File: config.mk
export PLATFORM = sky130hd
export DESIGN_NAME = input_buffer
export DESIGN_NICKNAME = d
export VERILOG_FILES = /design/src/logic/noc_flit_pkg.sv /design/src/logic/noc_ctrl_pkg.sv /design/src/logic/input_buffer.sv /design/src/logic/circular_buffer.sv
export VERILOG_INCLUDE_DIRS = /design/src /design/src/logic
export SDC_FILE = /design/constraint.sdc
export NUM_CORES = 1
export LEC_CHECK = 0
export BUFFER_PORTS_ARGS = -buffer_cell sky130_fd_sc_hd__buf_4
export CAP_MARGIN = 20
export CORE_MARGIN = 10
export CORE_UTILIZATION = 58
export DETAILED_ROUTE_END_ITERATION = 12
export PLACE_DENSITY = 0.83
export SYNTH_ARGS = -nofsm -noshare
export SYNTH_HDL_FRONTEND = slang
export SYNTH_SLANG_ARGS = --single-unit
File: constraint.sdc
create_clock -name clk -period 5.05 [get_ports clk]
set_input_delay 0.505 -clock clk [delete_from_list [all_inputs] [get_ports clk]]
set_output_delay 0.505 -clock clk [all_outputs]
set_load 0.03 [all_outputs]
File: src/logic/noc_macros.svh
`ifndef NOC_MACROS_SVH
`define NOC_MACROS_SVH

// Virtual channels per port, input and downstream alike.
`define NOC_VC_NUM 2
// Channel identifier width.
`define NOC_VC_W 1

// Flit slots per channel buffer.
`define NOC_BUFFER_SIZE 8
// Flits still in flight upstream after on/off falls.
`define NOC_PIPELINE_DEPTH 5

// Flit payload width.
`define NOC_DATA_W 16

`endif
File: src/logic/noc_flit_pkg.sv
`include "noc_macros.svh"

package noc_flit_pkg;

    // #########################################################################
    // Flit format
    // #########################################################################

    // Flit kind.
    // A single-flit packet is not supported.
    typedef enum logic [1:0]
    {
        HEAD,
        BODY,
        TAIL
    } flit_label_t;

    // One flit on the link.
    // Label, channel id, then payload, 19 bits.
    typedef struct packed
    {
        flit_label_t               flit_label;
        logic [`NOC_VC_W-1:0]      vc_id;
        logic [`NOC_DATA_W-1:0]    data;
    } flit_t;

    // Output direction of the router.
    typedef enum logic [2:0]
    {
        LOCAL,
        NORTH,
        SOUTH,
        EAST,
        WEST
    } port_t;

endpackage

File: src/logic/noc_ctrl_pkg.sv
`include "noc_macros.svh"

package noc_ctrl_pkg;

    // #########################################################################
    // Port control
    // #########################################################################

    // What one input channel shows the allocators.
    typedef struct packed
    {
        // Front flit, vc_id already rewritten.
        noc_flit_pkg::flit_t    front_flit;
        // Route latched from the head.
        noc_flit_pkg::port_t    out_port;
        logic                   is_empty;
        // High for the whole VA state.
        logic                   vc_request;
        // One-cycle pulse after the tail leaves.
        logic                   vc_allocatable;
    } vc_status_t;

    // Switch arbiter decision for one cycle.
    typedef struct packed
    {
        logic                   valid;
        logic [`NOC_VC_W-1:0]   idx;
    } sa_grant_t;

endpackage

File: src/logic/input_buffer.sv
`timescale 1ns/100ps
`include "noc_macros.svh"

module input_buffer #(
    parameter int BUFFER_SIZE    = `NOC_BUFFER_SIZE,
    parameter int PIPELINE_DEPTH = `NOC_PIPELINE_DEPTH
)(
    input  logic                     clk,
    input  logic                     rst,
    input  noc_flit_pkg::flit_t      data_i,
    input  logic                     write_i,
    input  logic                     read_i,
    input  noc_flit_pkg::port_t      out_port_i,
    input  logic                     vc_valid_i,
    input  logic [`NOC_VC_W-1:0]     vc_new_i,
    output noc_flit_pkg::flit_t      data_o,
    output noc_ctrl_pkg::vc_status_t status_o,
    output logic                     on_off_o
);

    typedef enum logic [1:0]
    {
        IDLE,
        VA,
        SA
    } state_t;

    state_t state;
    state_t state_next;

    noc_flit_pkg::flit_t  read_flit;
    noc_flit_pkg::port_t  out_port;
    noc_flit_pkg::port_t  out_port_next;
    logic [`NOC_VC_W-1:0] downstream_vc;
    logic [`NOC_VC_W-1:0] downstream_vc_next;

    logic write_cmd;
    logic read_cmd;
    logic is_full;
    logic is_empty;
    // Tail already stored, later flits are dropped.
    logic end_packet;
    logic end_packet_next;
    logic vc_allocatable;
    logic vc_allocatable_next;
    // Body or tail offered while the packet is still open.
    logic write_body;

    circular_buffer #(
        .BUFFER_SIZE    (BUFFER_SIZE),
        .PIPELINE_DEPTH (PIPELINE_DEPTH)
    ) u_circular_buffer (
        .clk        (clk),
        .rst        (rst),
        .data_i     (data_i),
        .read_i     (read_cmd),
        .write_i    (write_cmd),
        .data_o     (read_flit),
        .is_full_o  (is_full),
        .is_empty_o (is_empty),
        .on_off_o   (on_off_o)
    );

    // #########################################################################
    // State registers
    // #########################################################################

    always_ff @(posedge clk, posedge rst)
    begin
        if (rst)
        begin
            state          <= IDLE;
            out_port       <= noc_flit_pkg::LOCAL;
            downstream_vc  <= '0;
            end_packet     <= 1'b0;
            vc_allocatable <= 1'b0;
        end
        else
        begin
            state          <= state_next;
            out_port       <= out_port_next;
            downstream_vc  <= downstream_vc_next;
            end_packet     <= end_packet_next;
            vc_allocatable <= vc_allocatable_next;
        end
    end

    // #########################################################################
    // Packet FSM and write rule
    // #########################################################################

    assign write_body = write_i && !is_full && !end_packet &&
                        (data_i.flit_label == noc_flit_pkg::BODY ||
                         data_i.flit_label == noc_flit_pkg::TAIL);

    always_comb
    begin
        state_next          = state;
        out_port_next       = out_port;
        downstream_vc_next  = downstream_vc;
        end_packet_next     = end_packet;
        vc_allocatable_next = 1'b0;
        write_cmd           = 1'b0;
        read_cmd            = 1'b0;

        unique case (state)
            IDLE:
            begin
                // Head opens a packet, route comes with it.
                if (write_i && is_empty && data_i.flit_label == noc_flit_pkg::HEAD)
                begin
                    state_next    = VA;
                    out_port_next = out_port_i;
                    write_cmd     = 1'b1;
                end
            end
            VA:
            begin
                if (vc_valid_i)
                begin
                    state_next         = SA;
                    downstream_vc_next = vc_new_i;
                end
                write_cmd = write_body;
            end
            SA:
            begin
                write_cmd = write_body;
                read_cmd  = read_i;
                // Tail leaving closes the packet.
                if (read_i && data_o.flit_label == noc_flit_pkg::TAIL)
                begin
                    state_next          = IDLE;
                    end_packet_next     = 1'b0;
                    vc_allocatable_next = 1'b1;
                end
            end
            default:
            begin
                state_next = IDLE;
            end
        endcase

        if (write_body && data_i.flit_label == noc_flit_pkg::TAIL && state != IDLE)
            end_packet_next = 1'b1;
    end

    // #########################################################################
    // Outgoing flit and status
    // #########################################################################

    // Downstream channel replaces the upstream one.
    always_comb
    begin
        data_o       = read_flit;
        data_o.vc_id = downstream_vc;
    end

    assign status_o.front_flit     = data_o;
    assign status_o.out_port       = out_port;
    assign status_o.is_empty       = is_empty;
    assign status_o.vc_request     = (state == VA);
    assign status_o.vc_allocatable = vc_allocatable;

    // Allocator answers only an open request.
    assert property (@(posedge clk) disable iff (rst) vc_valid_i |-> state == VA);

endmodule

File: src/logic/circular_buffer.sv
`timescale 1ns/100ps
`include "noc_macros.svh"

module circular_buffer #(
    parameter int BUFFER_SIZE    = `NOC_BUFFER_SIZE,
    parameter int PIPELINE_DEPTH = `NOC_PIPELINE_DEPTH
)(
    input  logic                clk,
    input  logic                rst,
    input  noc_flit_pkg::flit_t data_i,
    input  logic                read_i,
    input  logic                write_i,
    output noc_flit_pkg::flit_t data_o,
    output logic                is_full_o,
    output logic                is_empty_o,
    output logic                on_off_o
);

    localparam int PTR_W = $clog2(BUFFER_SIZE);
    localparam int CNT_W = $clog2(BUFFER_SIZE + 1);

    // Flit storage.
    noc_flit_pkg::flit_t mem [BUFFER_SIZE];

    logic [PTR_W-1:0] rd_ptr;
    logic [PTR_W-1:0] wr_ptr;
    logic [CNT_W-1:0] count;

    // #########################################################################
    // Storage and pointers
    // #########################################################################

    // Payload only.
    always_ff @(posedge clk)
    begin
        if (write_i)
            mem[wr_ptr] <= data_i;
    end

    always_ff @(posedge clk, posedge rst)
    begin
        if (rst)
        begin
            rd_ptr <= '0;
            wr_ptr <= '0;
            count  <= '0;
        end
        else
        begin
            // Pointers wrap at the last slot.
            if (write_i)
                wr_ptr <= (wr_ptr == PTR_W'(BUFFER_SIZE - 1)) ? '0 : wr_ptr + 1'b1;
            if (read_i)
                rd_ptr <= (rd_ptr == PTR_W'(BUFFER_SIZE - 1)) ? '0 : rd_ptr + 1'b1;
            // Simultaneous read and write leave the count alone.
            if (write_i && !read_i)
                count <= count + 1'b1;
            else if (read_i && !write_i)
                count <= count - 1'b1;
        end
    end

    // #########################################################################
    // Flags
    // #########################################################################

    // Front of the queue, no read latency.
    assign data_o     = mem[rd_ptr];
    assign is_full_o  = (count == CNT_W'(BUFFER_SIZE));
    assign is_empty_o = (count == '0);
    // Upstream must stop while the in-flight flits still fit.
    assign on_off_o   = (count < CNT_W'(BUFFER_SIZE - PIPELINE_DEPTH));

    // Writer and reader live in other modules.
    assert property (@(posedge clk) disable iff (rst) write_i |-> !is_full_o);
    assert property (@(posedge clk) disable iff (rst) read_i |-> !is_empty_o);

endmodule

## After elaboration in Yosys (flattened, before gate mapping)

Memories as Yosys holds them, arrays and structs flattened.
Index checks and enable logic that the tools add are counted.

| storage, ports and cells | value |
|---|---|
| register bits after elaboration | 18 |
| latch bits | 0 |
| bits in writable memories | 152 |
| ROM bits | 0 |
| input bits | 28 |
| output and inout port bits | 45 |
| word-level logic and storage cells | 70 |
| memories kept | 1 |

Memory list:

| memory | depth | width | read ports | clocked after Yosys merged registers in | wr ports | RTL line | source |
|---|---|---|---|---|---|---|---|
| u_circular_buffer.mem | 8 | 19 | 1 | 0 | 1 | circular_buffer.sv:23 | `noc_flit_pkg::flit_t mem [BUFFER_SIZE];` |

| cells by class | value |
|---|---|
| $add $sub $neg | 4 |
| multipliers | 0 |
| divide/modulo/power cells | 0 |
| order comparisons | 1 |
| equal/unequal tests | 11 |
| shift operators | 0 |
| mux-type cells | 18 |
| bitwise logic cells | 0 |
| reduce and logical (&&, ||, !) cells | 27 |

Operators by type and width:

| cell | count |
|---|---|
| 1-bit logical AND | 10 |
| 1-bit 2-to-1 mux | 9 |
| 4-bit 2-to-1 mux | 2 |
| 2-bit nonzero test | 4 |
| 3-bit by 1-bit adder with 3-bit output (second input constant) | 2 |
| 2-bit == test (second input constant) | 3 |
| 3-bit == test (second input constant) | 2 |
| 2-bit 2-to-1 mux | 3 |
| 3-bit 2-to-1 mux | 2 |
| 2-bit != test (second input constant) | 3 |
| 2-bit one-hot mux with 3 select lines | 1 |
| 2-bit AND reduction | 3 |
| 4-bit by 1-bit adder with 4-bit output (second input constant) | 1 |
| 2-bit by 1-bit == test with 1-bit output (second input constant) | 2 |
| 4-bit == test (second input constant) | 1 |
| 1-bit zero test | 4 |
| 2-bit zero test | 2 |
| 4-bit zero test | 1 |
| 4-bit by 2-bit less-than comparator with 1-bit output (second input constant) | 1 |
| 4-bit by 1-bit subtractor with 4-bit output (second input constant) | 1 |
| 3-bit AND reduction | 1 |
| 1-bit one-hot mux with 2 select lines | 1 |
| 2-bit OR reduction | 1 |
| 1-bit logical OR | 1 |

## Depth between registers and ports, before layout

Gate-level depths: netlist of run 1.

| depth | value |
|---|---|
| depth after elaboration | 10 |
| depth in mapped cells | 14 |
| gate-level depth less buffers | 13 |

## By module

A second synthesis of run 1 with hierarchy kept.

| unflattened totals | value |
|---|---|
| cell total of the unflattened synthesis | 351 |
| area total of the unflattened synthesis | 7183.1 um2 |

Modules (own cells, without submodules):

| module | times used | cells each | area each (um2) | seq. area each (um2) |
|---|---|---|---|---|
| circular_buffer | 1 | 287 | 6503.7 | 4814.6 |
| input_buffer | 1 | 64 | 679.4 | 200.2 |

## Worst setup path before layout of run 1

OpenSTA, ideal clock, no wires.

| timing path | value |
|---|---|
| path type | input -> register |
| start | input port data_i[17] (netlist name) |
| end | memory u_circular_buffer.mem[4][0] (netlist name), enable pin |
| setup time | 0.440 ns |
| arrival | 3.342 ns |
| required time | 4.610 ns |
| path slack | 1.269 ns |
| cell stages on the path | 7 |
| path buffers | 1 |
| cell sequence | inv_1 > ha_1 > and4_1 > nand2_1 > a21oi_1 > buf_2 > nor4bb_1 |

| between the ends | value |
|---|---|
| word-level cells in the longest chain between the ends | 6 |
| elaborated cells on any way between the ends | 10 |
| classes of those cells | 2 x eq/ne; 4 x mux; 4 x reduce/logical |

Ends and longest elaborated chain:

| element | RTL line | source |
|---|---|---|
| start, declared | input_buffer.sv:10 | `input noc_flit_pkg::flit_t data_i,` |
| 2-bit by 1-bit == test with 1-bit output, or another cell as far along | input_buffer.sv:93 | `(data_i.flit_label == noc_flit_pkg::BODY \|\|` |
| 1-bit logical OR or 1-bit logical AND (tied branches) | input_buffer.sv:93, input_buffer.sv:110 |  |
| 1-bit logical AND or 1-bit 2-to-1 mux (tied branches) | input_buffer.sv:92, input_buffer.sv:110 |  |
| 1-bit one-hot mux with 2 select lines (*) | input_buffer.sv:106 | `unique case (state)` |
| named net u_circular_buffer.write_i | circular_buffer.sv:12 | `input logic write_i,` |
| 1-bit 2-to-1 mux (*) | circular_buffer.sv:36 | `if (write_i)` |
| 1-bit 2-to-1 mux (not written as such) (*) | circular_buffer.sv:37 | `mem[wr_ptr] <= data_i;` |
| end, declared | circular_buffer.sv:23 |  |

The timed path passes the listed nets; every way through them passes the cells marked *.

## Worst setup path in the final report of run 1

| timing path | value |
|---|---|
| start | register u_circular_buffer.count[0] |
| end | register u_circular_buffer.count[3] |

| between the ends | value |
|---|---|
| word-level cells in the longest chain between the ends | 9 |
| elaborated cells on any way between the ends | 18 |
| classes of those cells | 2 x add/sub; 1 x eq/ne; 4 x mux; 11 x reduce/logical |

Ends and longest elaborated chain:

| element | RTL line | source |
|---|---|---|
| start, declared | circular_buffer.sv:27 | `logic [CNT_W-1:0] count;` |
| start signal, assigned | circular_buffer.sv:57 | `count <= count + 1'b1;` |
| start signal, assigned | circular_buffer.sv:59 | `count <= count - 1'b1;` |
| 4-bit == test | circular_buffer.sv:69 | `assign is_full_o = (count == CNT_W'(BUFFER_SIZE));` |
| 1-bit zero test | input_buffer.sv:92 | `assign write_body = write_i && !is_full && !end_packet &&` |
| 1-bit logical AND (3 in series) | input_buffer.sv:92 |  |
| 1-bit one-hot mux with 2 select lines | input_buffer.sv:106 |  |
| 1-bit zero test | circular_buffer.sv:58 | `else if (read_i && !write_i)` |
| 1-bit logical AND | circular_buffer.sv:58 |  |
| 2-bit nonzero test (no line) | n/a |  |

Parallel ways exist; a longest one is shown, timed or not. The select of a mux whose other input is x is not followed.
A chain may end at the register's enable or synchronous reset.

==> results.json, run 1 <==
{
  "postCtsResizedCells": 0,
  "nFillCells": 687,
  "ant_nets": 0,
  "seqCellArea_mm2": 0.00478,
  "hp-class": "primary input to async pin",
  "clkSinkCount": 162,
  "dp_hpwl_um": 7340,
  "viasPerCell": 5.99,
  "utilization_pct": 69.7,
  "dp_cells": 517,
  "final.setup_skew_ns": 0.00741,
  "crit_family": "compound AO/OA/AOI/OAI gates",
  "rows": 39,
  "cp_max_fo": 12,
  "drtIter0Drc": 336,
  "maxSlewViolCount": 0,
  "maxSlewHeadroom_pct": 25.6,
  "syn_area_per_cell_um2": 20.0,
  "crit_start": "u_circular_buffer.count[0]",
  "gp_congestion": 0.744,
  "max_freq_mhz": 288,
  "post_cts_buffers": 0,
  "synthAdderAreaFrac_pct": 2.75,
  "slowest_delay_ns": 0.77,
  "irDropWorstVdd_mv": 0.441,
  "grt_pass1_vias": 3552,
  "ctsHoldBuffers": 0,
  "diodes": 0,
  "grt.total_usage_pct": 17.0,
  "ys_warn_count": 0,
  "synth_compound_area_share_pct": 1.11,
  "crit_path_start_kind": "flip-flop",
  "cp_slowest_cell": "a21oi_1",
  "clock_latency_ns": 0.42,
  "cts_inserted_buffers": 17,
  "grt_pass1_wl_um": 20600,
  "gr-total-overflow": 0,
  "synth.distinct_cells": 40,
  "min_period_over_period_pct": 68.7,
  "power_uw": 4870,
  "rsz0062_at_grt": "false",
  "max_cap_viol_count": 0,
  "synth_nets": 374,
  "grt_max_degree": 30,
  "htreeDepth": 4,
  "muxShareOfSynthArea_pct": 16.9,
  "netlist_instances": 332,
  "p_leak_uw": 0.00284,
  "start_util_pct": 58.8,
  "die_w_um": 127,
  "multi_input_area_mm2": 0.00165,
  "drc": 0,
  "reg2reg_from": "u_circular_buffer.count[0]",
  "clock-root-buffer": "clkbuf_16",
  "die_y_um": 127,
  "critical_path_buf_inv_count": 1,
  "synth_top_cell_area_share_pct": 65.0,
  "ys_seq_area_share_pct": 71.8,
  "finalHoldViolations": 0,
  "portBuffers": 71,
  "grt_antenna_before_repair": 0,
  "coreArea_mm2": 0.0113,
  "ys_top_cells_by_area": "edfxtp_1 (65%), mux4_2 (11%), dfrtp_1 (6.8%), mux2_2 (3.9%), buf_4 (2.7%)",
  "post-route-min-period_ns": 3.47,
  "cp_data_required_time_ns": 5.36,
  "fin_tns_setup_ns": 0,
  "dieArea_mm2": 0.0162,
  "totalWireLength_um": 13200,
  "cp_cell_sequence": "nor4_2 > nand4_1 > a21oi_1 > ha_1 > inv_1 > ha_1 > a21o_1 > a21oi_1 > xnor2_1 > nor2_1 > xor2_1",
  "p_per_area_mw_per_mm2": 617,
  "arrival_ns": 3.78,
  "run_status": "completed",
  "cp-end-kind": "flip-flop",
  "cts_tree": "yes",
  "instances_no_fill": 550,
  "reg2reg_setup_slack_ns": 1.58,
  "cts_buffer_depth": 2,
  "num_vias": 3294,
  "critical_path_class": "flip-flop to flip-flop",
  "dr.pass1.iters": 5,
  "syn_area_mm2": 0.00665,
  "wire_per_inst_um": 24.0,
  "final_nets": 436,
  "drive_above_1_share_pct": 41.5,
  "tightestPinTransition_ns": 1.11,
  "yosysTopAreaCell": "edfxtp_1",
  "clk_pin_slew_worst_paths_ns": 0.06,
  "synth_xor_xnor_area_share_pct": 0.527,
  "synth_top_family_by_area": "multiplexers",
  "area_growth_pct": 18.7,
  "pin_count": 73,
  "synth-simple-area-share_pct": 3.03,
  "ys_ff_latch": 162,
  "setup_viol": 0
}
-- layout make-up --
type	count	area share, %
clock inverters	15	3.07
flip-flops and latches	162	60.5
well taps	143	2.27
inverters	10	0.476
repair buffers	77	7.42
clock buffers	17	5.39
multi-input cells	126	20.9
-- final timing paths --
kind | to | cells past startpoint
worst max-delay path | u_circular_buffer.count[3] | 11
worst min-delay path | u_circular_buffer.count[0] | 2
worst max register to register | u_circular_buffer.count[3] | 11
worst min register to register | out_port[2] | 1
max in group asynchronous | u_circular_buffer.rd_ptr[0] | 2
min in group clk | u_circular_buffer.mem[4][10] | 1
-- cell families after synthesis --
| family | Yosys count |
|---|---|
| AOI/OAI and AO/OA | 11 |
| adders and majority gates | 14 |
| and+or+nand+nor | 31 |
| DFF | 162 |
| muxes | 66 |
| buffers and inverters | 44 |
| xor gates and xnor gates | 4 |
-- stage by stage --
stage	instance area [µm²]	hold WS [ns]	worst slack, ns
2_1_floorplan	6650	0.444	1.27
3_3_place_gp	7210	0.491	1.71
3_5_place_dp	7210	0.498	1.59
4_1_cts	7880	0.219	1.55
5_1_grt	7890	0.245	1.33
6_report	7890	0.206	1.58
-- cells in the mapped netlist --
| master | n |
|---|---|
| edfxtp_1 | 144 |
| mux4_2 | 33 |
| buf_4 | 24 |
| mux2_2 | 23 |
| dfrtp_1 | 18 |
| ha_1 | 13 |
| inv_1 | 10 |
| nand2_1 | 6 |
| mux2_1 | 5 |
| nor2_1 | 5 |
| buf_2 | 4 |
| clkbuf_1 | 4 |
| mux2i_1 | 4 |
| and4b_1 | 3 |
| xnor2_1 | 3 |
| a21o_1 | 2 |
| a21oi_1 | 2 |
| and4_1 | 2 |
| buf_1 | 2 |
| nand4_1 | 2 |
| nor2b_1 | 2 |
| nor4bb_1 | 2 |
| o21ai_1 | 2 |
| a211oi_1 | 1 |
| a222oi_1 | 1 |
| a22oi_1 | 1 |
| a2bb2oi_1 | 1 |
| and2_1 | 1 |
| and3_1 | 1 |
| and3b_1 | 1 |
| fa_1 | 1 |
| mux4_1 | 1 |
| nand2b_1 | 1 |
| nand3_1 | 1 |
| nand3b_1 | 1 |
| nor3_1 | 1 |
| nor4_2 | 1 |
| o21ai_0 | 1 |
| or4b_1 | 1 |
| xor2_1 | 1 |
-- routing by layer --
layer / GRT usage (%) / vias up / part of all wire (%)
met3: 4.76 / 26 / 5.7
li1: - / 1434 / -
met4: 8.10 / 0 / 2.5
met2: 28.7 / 106 / 53
met5: 0 / - / 0
met1: 19.8 / 1728 / 39
-- state kept, by name, summed over array words and instances, names as in the netlist --
| name | cells |
|---|---|
| downstream_vc | 1 |
| end_packet | 1 |
| out_port | 3 |
| state | 2 |
| u_circular_buffer.count | 4 |
| u_circular_buffer.mem | 144 |
| u_circular_buffer.rd_ptr | 3 |
| u_circular_buffer.wr_ptr | 3 |
| vc_allocatable | 1 |
-- where the power goes --
| group | internal (µW) | switching, µW |
|---|---|---|
| Clock | 895 | 551 |
| Sequential | 1560 | 172 |
| Combinational | 753 | 943 |
-- cells in the final DEF, fill, tap and decap left out, types with 2 or more instances in the layout --
| master | Yosys | final |
|---|---|---|
| a21oi_1 | 2 | 2 |
| ha_1 | 13 | 13 |
| nand2_1 | 6 | 6 |
| inv_8 | 0 | 3 |
| nor4bb_4 | 0 | 2 |
| buf_4 | 24 | 76 |
| dfrtp_1 | 18 | 17 |
| clkbuf_16 | 0 | 17 |
| clkinvlp_4 | 0 | 2 |
| inv_6 | 0 | 5 |
| xnor2_1 | 3 | 3 |
| nor2b_1 | 2 | 2 |
| a21o_1 | 2 | 2 |
| o21ai_1 | 2 | 2 |
| bufinv_16 | 0 | 5 |
| nand4_1 | 2 | 2 |
| mux2_2 | 23 | 23 |
| nor2_1 | 5 | 5 |
| inv_1 | 10 | 10 |
| edfxtp_1 | 144 | 144 |
| mux4_2 | 33 | 33 |
| and4_1 | 2 | 2 |
| mux2i_1 | 4 | 4 |
| mux2_1 | 5 | 5 |
| and4b_1 | 3 | 3 |
(Power assumes the default switching activity.)
==> run 2: changes to the inputs <==
==> constraint.sdc (replaced) <==
create_clock -name clk -period 3.6 [get_ports clk]
set_input_delay 0.36 -clock clk [delete_from_list [all_inputs] [get_ports clk]]
set_output_delay 0.36 -clock clk [all_outputs]
set_load 0.03 [all_outputs]
==> results.json, run 2 (same netlist as run 1, synthesis figures left out) <==
{
  "rows": 39,
  "nFillCells": 692,
  "setup_viol": 0,
  "die_y_um": 127,
  "drtIter0Drc": 287,
  "portBuffers": 71,
  "max_freq_mhz": 330,
  "p_per_area_mw_per_mm2": 836,
  "crit_path_start_kind": "flip-flop",
  "power_uw": 6560,
  "grt_pass1_vias": 3498,
  "maxSlewHeadroom_pct": 31.9,
  "grt_pass1_wl_um": 20200,
  "timing.rr.end": "u_circular_buffer.count[3]",
  "final.setup_skew_ns": 0.00408,
  "gr-total-overflow": 0,
  "reg2reg_setup_slack_ns": 0.68,
  "min_period_over_period_pct": 84.3,
  "clock_latency_ns": 0.42,
  "cp-end-kind": "output port",
  "place_ws_ns": 0.695,
  "p_leak_uw": 0.00282,
  "postCtsResizedCells": 0,
  "clk_pin_slew_worst_paths_ns": 0.06,
  "die_w_um": 127,
  "critical_path_class": "flip-flop to output port",
  "top_regs": "u_circular_buffer.mem: 144 flops, u_circular_buffer.count: 4 flops",
  "num_vias": 3240,
  "final_common_cell": "edfxtp_1",
  "post_cts_buffers": 0,
  "wire_per_inst_um": 23.2,
  "reg2reg_from": "u_circular_buffer.count[0]",
  "dr.pass1.iters": 5,
  "rsz0062_at_grt": "false",
  "grt.total_usage_pct": 16.6,
  "crit_start": "u_circular_buffer.rd_ptr[1]",
  "finalWorstSetupSlack_ns": 0.565,
  "p_sw_uw": 2230,
  "htreeDepth": 4,
  "tightestPinTransition_ns": 1.02,
  "final_nets": 443,
  "worstRegToRegCells": 12,
  "switching_share_pct": 34.0,
  "totalWireLength_um": 12900,
  "hp-class": "primary input to async pin",
  "grt_max_degree": 25,
  "max_cap_viol_count": 0,
  "finalHoldViolations": 0,
  "pin_count": 73,
  "cp_max_fo": 24,
  "clkSinkCount": 162,
  "clock-root-buffer": "clkbuf_16",
  "drc": 0,
  "post-route-min-period_ns": 3.03,
  "coreArea_mm2": 0.0113,
  "cp_data_required_time_ns": 3.24,
  "top_register": "u_circular_buffer.mem",
  "pwr-share-comb_pct": 36.4,
  "start_util_pct": 58.8,
  "run_status": "completed",
  "diodes": 0,
  "grt_antenna_before_repair": 0,
  "viasPerCell": 5.84,
  "cts_buffer_depth": 2,
  "p_clk_share_pct": 26.9,
  "area_growth_pct": 17.9,
  "maxSlewViolCount": 0,
  "fin_tns_setup_ns": 0,
  "pwr-share-seq_pct": 36.7,
  "ctsHoldBuffers": 0,
  "dieArea_mm2": 0.0162,
  "final_cell_mix": "edfxtp_1 (144), buf_4 (84), mux4_2 (33)",
  "largest_register_ff_count": 144,
  "dp_hpwl_um": 7940,
  "arrival_ns": 2.67,
  "ant_nets": 0,
  "gp_congestion": 0.751,
  "irDropWorstVdd_mv": 0.552,
  "drive_above_1_share_pct": 41.3,
  "cts_inserted_buffers": 17,
  "internal_power_uw": 4330,
  "cts_tree": "yes"
}
run 2: cell count changes in the layout (fill, tap and decap cells not counted), sizes merged:
cell / before / now
buf: 77 / 84
clkinv: 0 / 3
inv: 18 / 11
clkinvlp: 2 / 3
clkbuf: 17 / 20
bufinv: 5 / 3
run 2: how the worst max path moves through the flow:
| stage | cells after the start | to | slack, ns |
|---|---|---|---|
| global placement | 13 | u_circular_buffer.count[3] | 0.73 |
| CTS | 4 | status_o[19] | 0.55 |
| global route | 12 | u_circular_buffer.count[3] | 0.42 |
| floorplan | 5 | u_circular_buffer.mem[4][0] | 0.52 |
| detailed placement | 13 | u_circular_buffer.count[3] | 0.70 |
| finish | 4 | status_o[19] | 0.57 |
run 2: layout make-up:
class / instances / area [µm²] / area share [%]
clock buffers: 20 / 437 / 5.57
repair buffers: 84 / 631 / 8.04
multi-input cells: 126 / 1650 / 21.0
clock inverters: 10 / 135 / 1.72
inverters: 10 / 37.5 / 0.479
well taps: 143 / 179 / 2.28
flip-flops and latches: 162 / 4780 / 60.9
run 2: worst max-delay path, stage by stage, from the launching register on:
cell and delay [ns]:
dfrtp_1 1.01, buf_4 0.40, mux4_2 0.35, mux2_2 0.30
buf_4 0.18
run 2: stage by stage:
step	instance area [µm²]	hold slack [ns]	std cells	utilization [%]
CTS	7840	0.0744	555	69.3
finish	7840	0.0690	555	69.3
global placement	7270	0.490	525	64.2
floorplan	6670	0.299	332	-
detailed placement	7270	0.505	525	64.2
global route	7840	0.125	555	69.3
run 2: layer usage:
layer  global-route usage, %  share of wire, %
met5                       0                 0
met4                    7.30               1.8
met3                    4.92               8.1
met2                    28.0                54
met1                    19.5                36
run 2: power groups by stage:
stage | logic, µW | clock network (µW) | registers, µW
after floorplan | 1880 | 0 | 2350
after global placement | 2340 | 0 | 2430
after detailed placement | 2400 | 0 | 2450
after CTS | 2430 | 1790 | 2410
after global routing | 2540 | 1860 | 2440
final | 2390 | 1760 | 2410
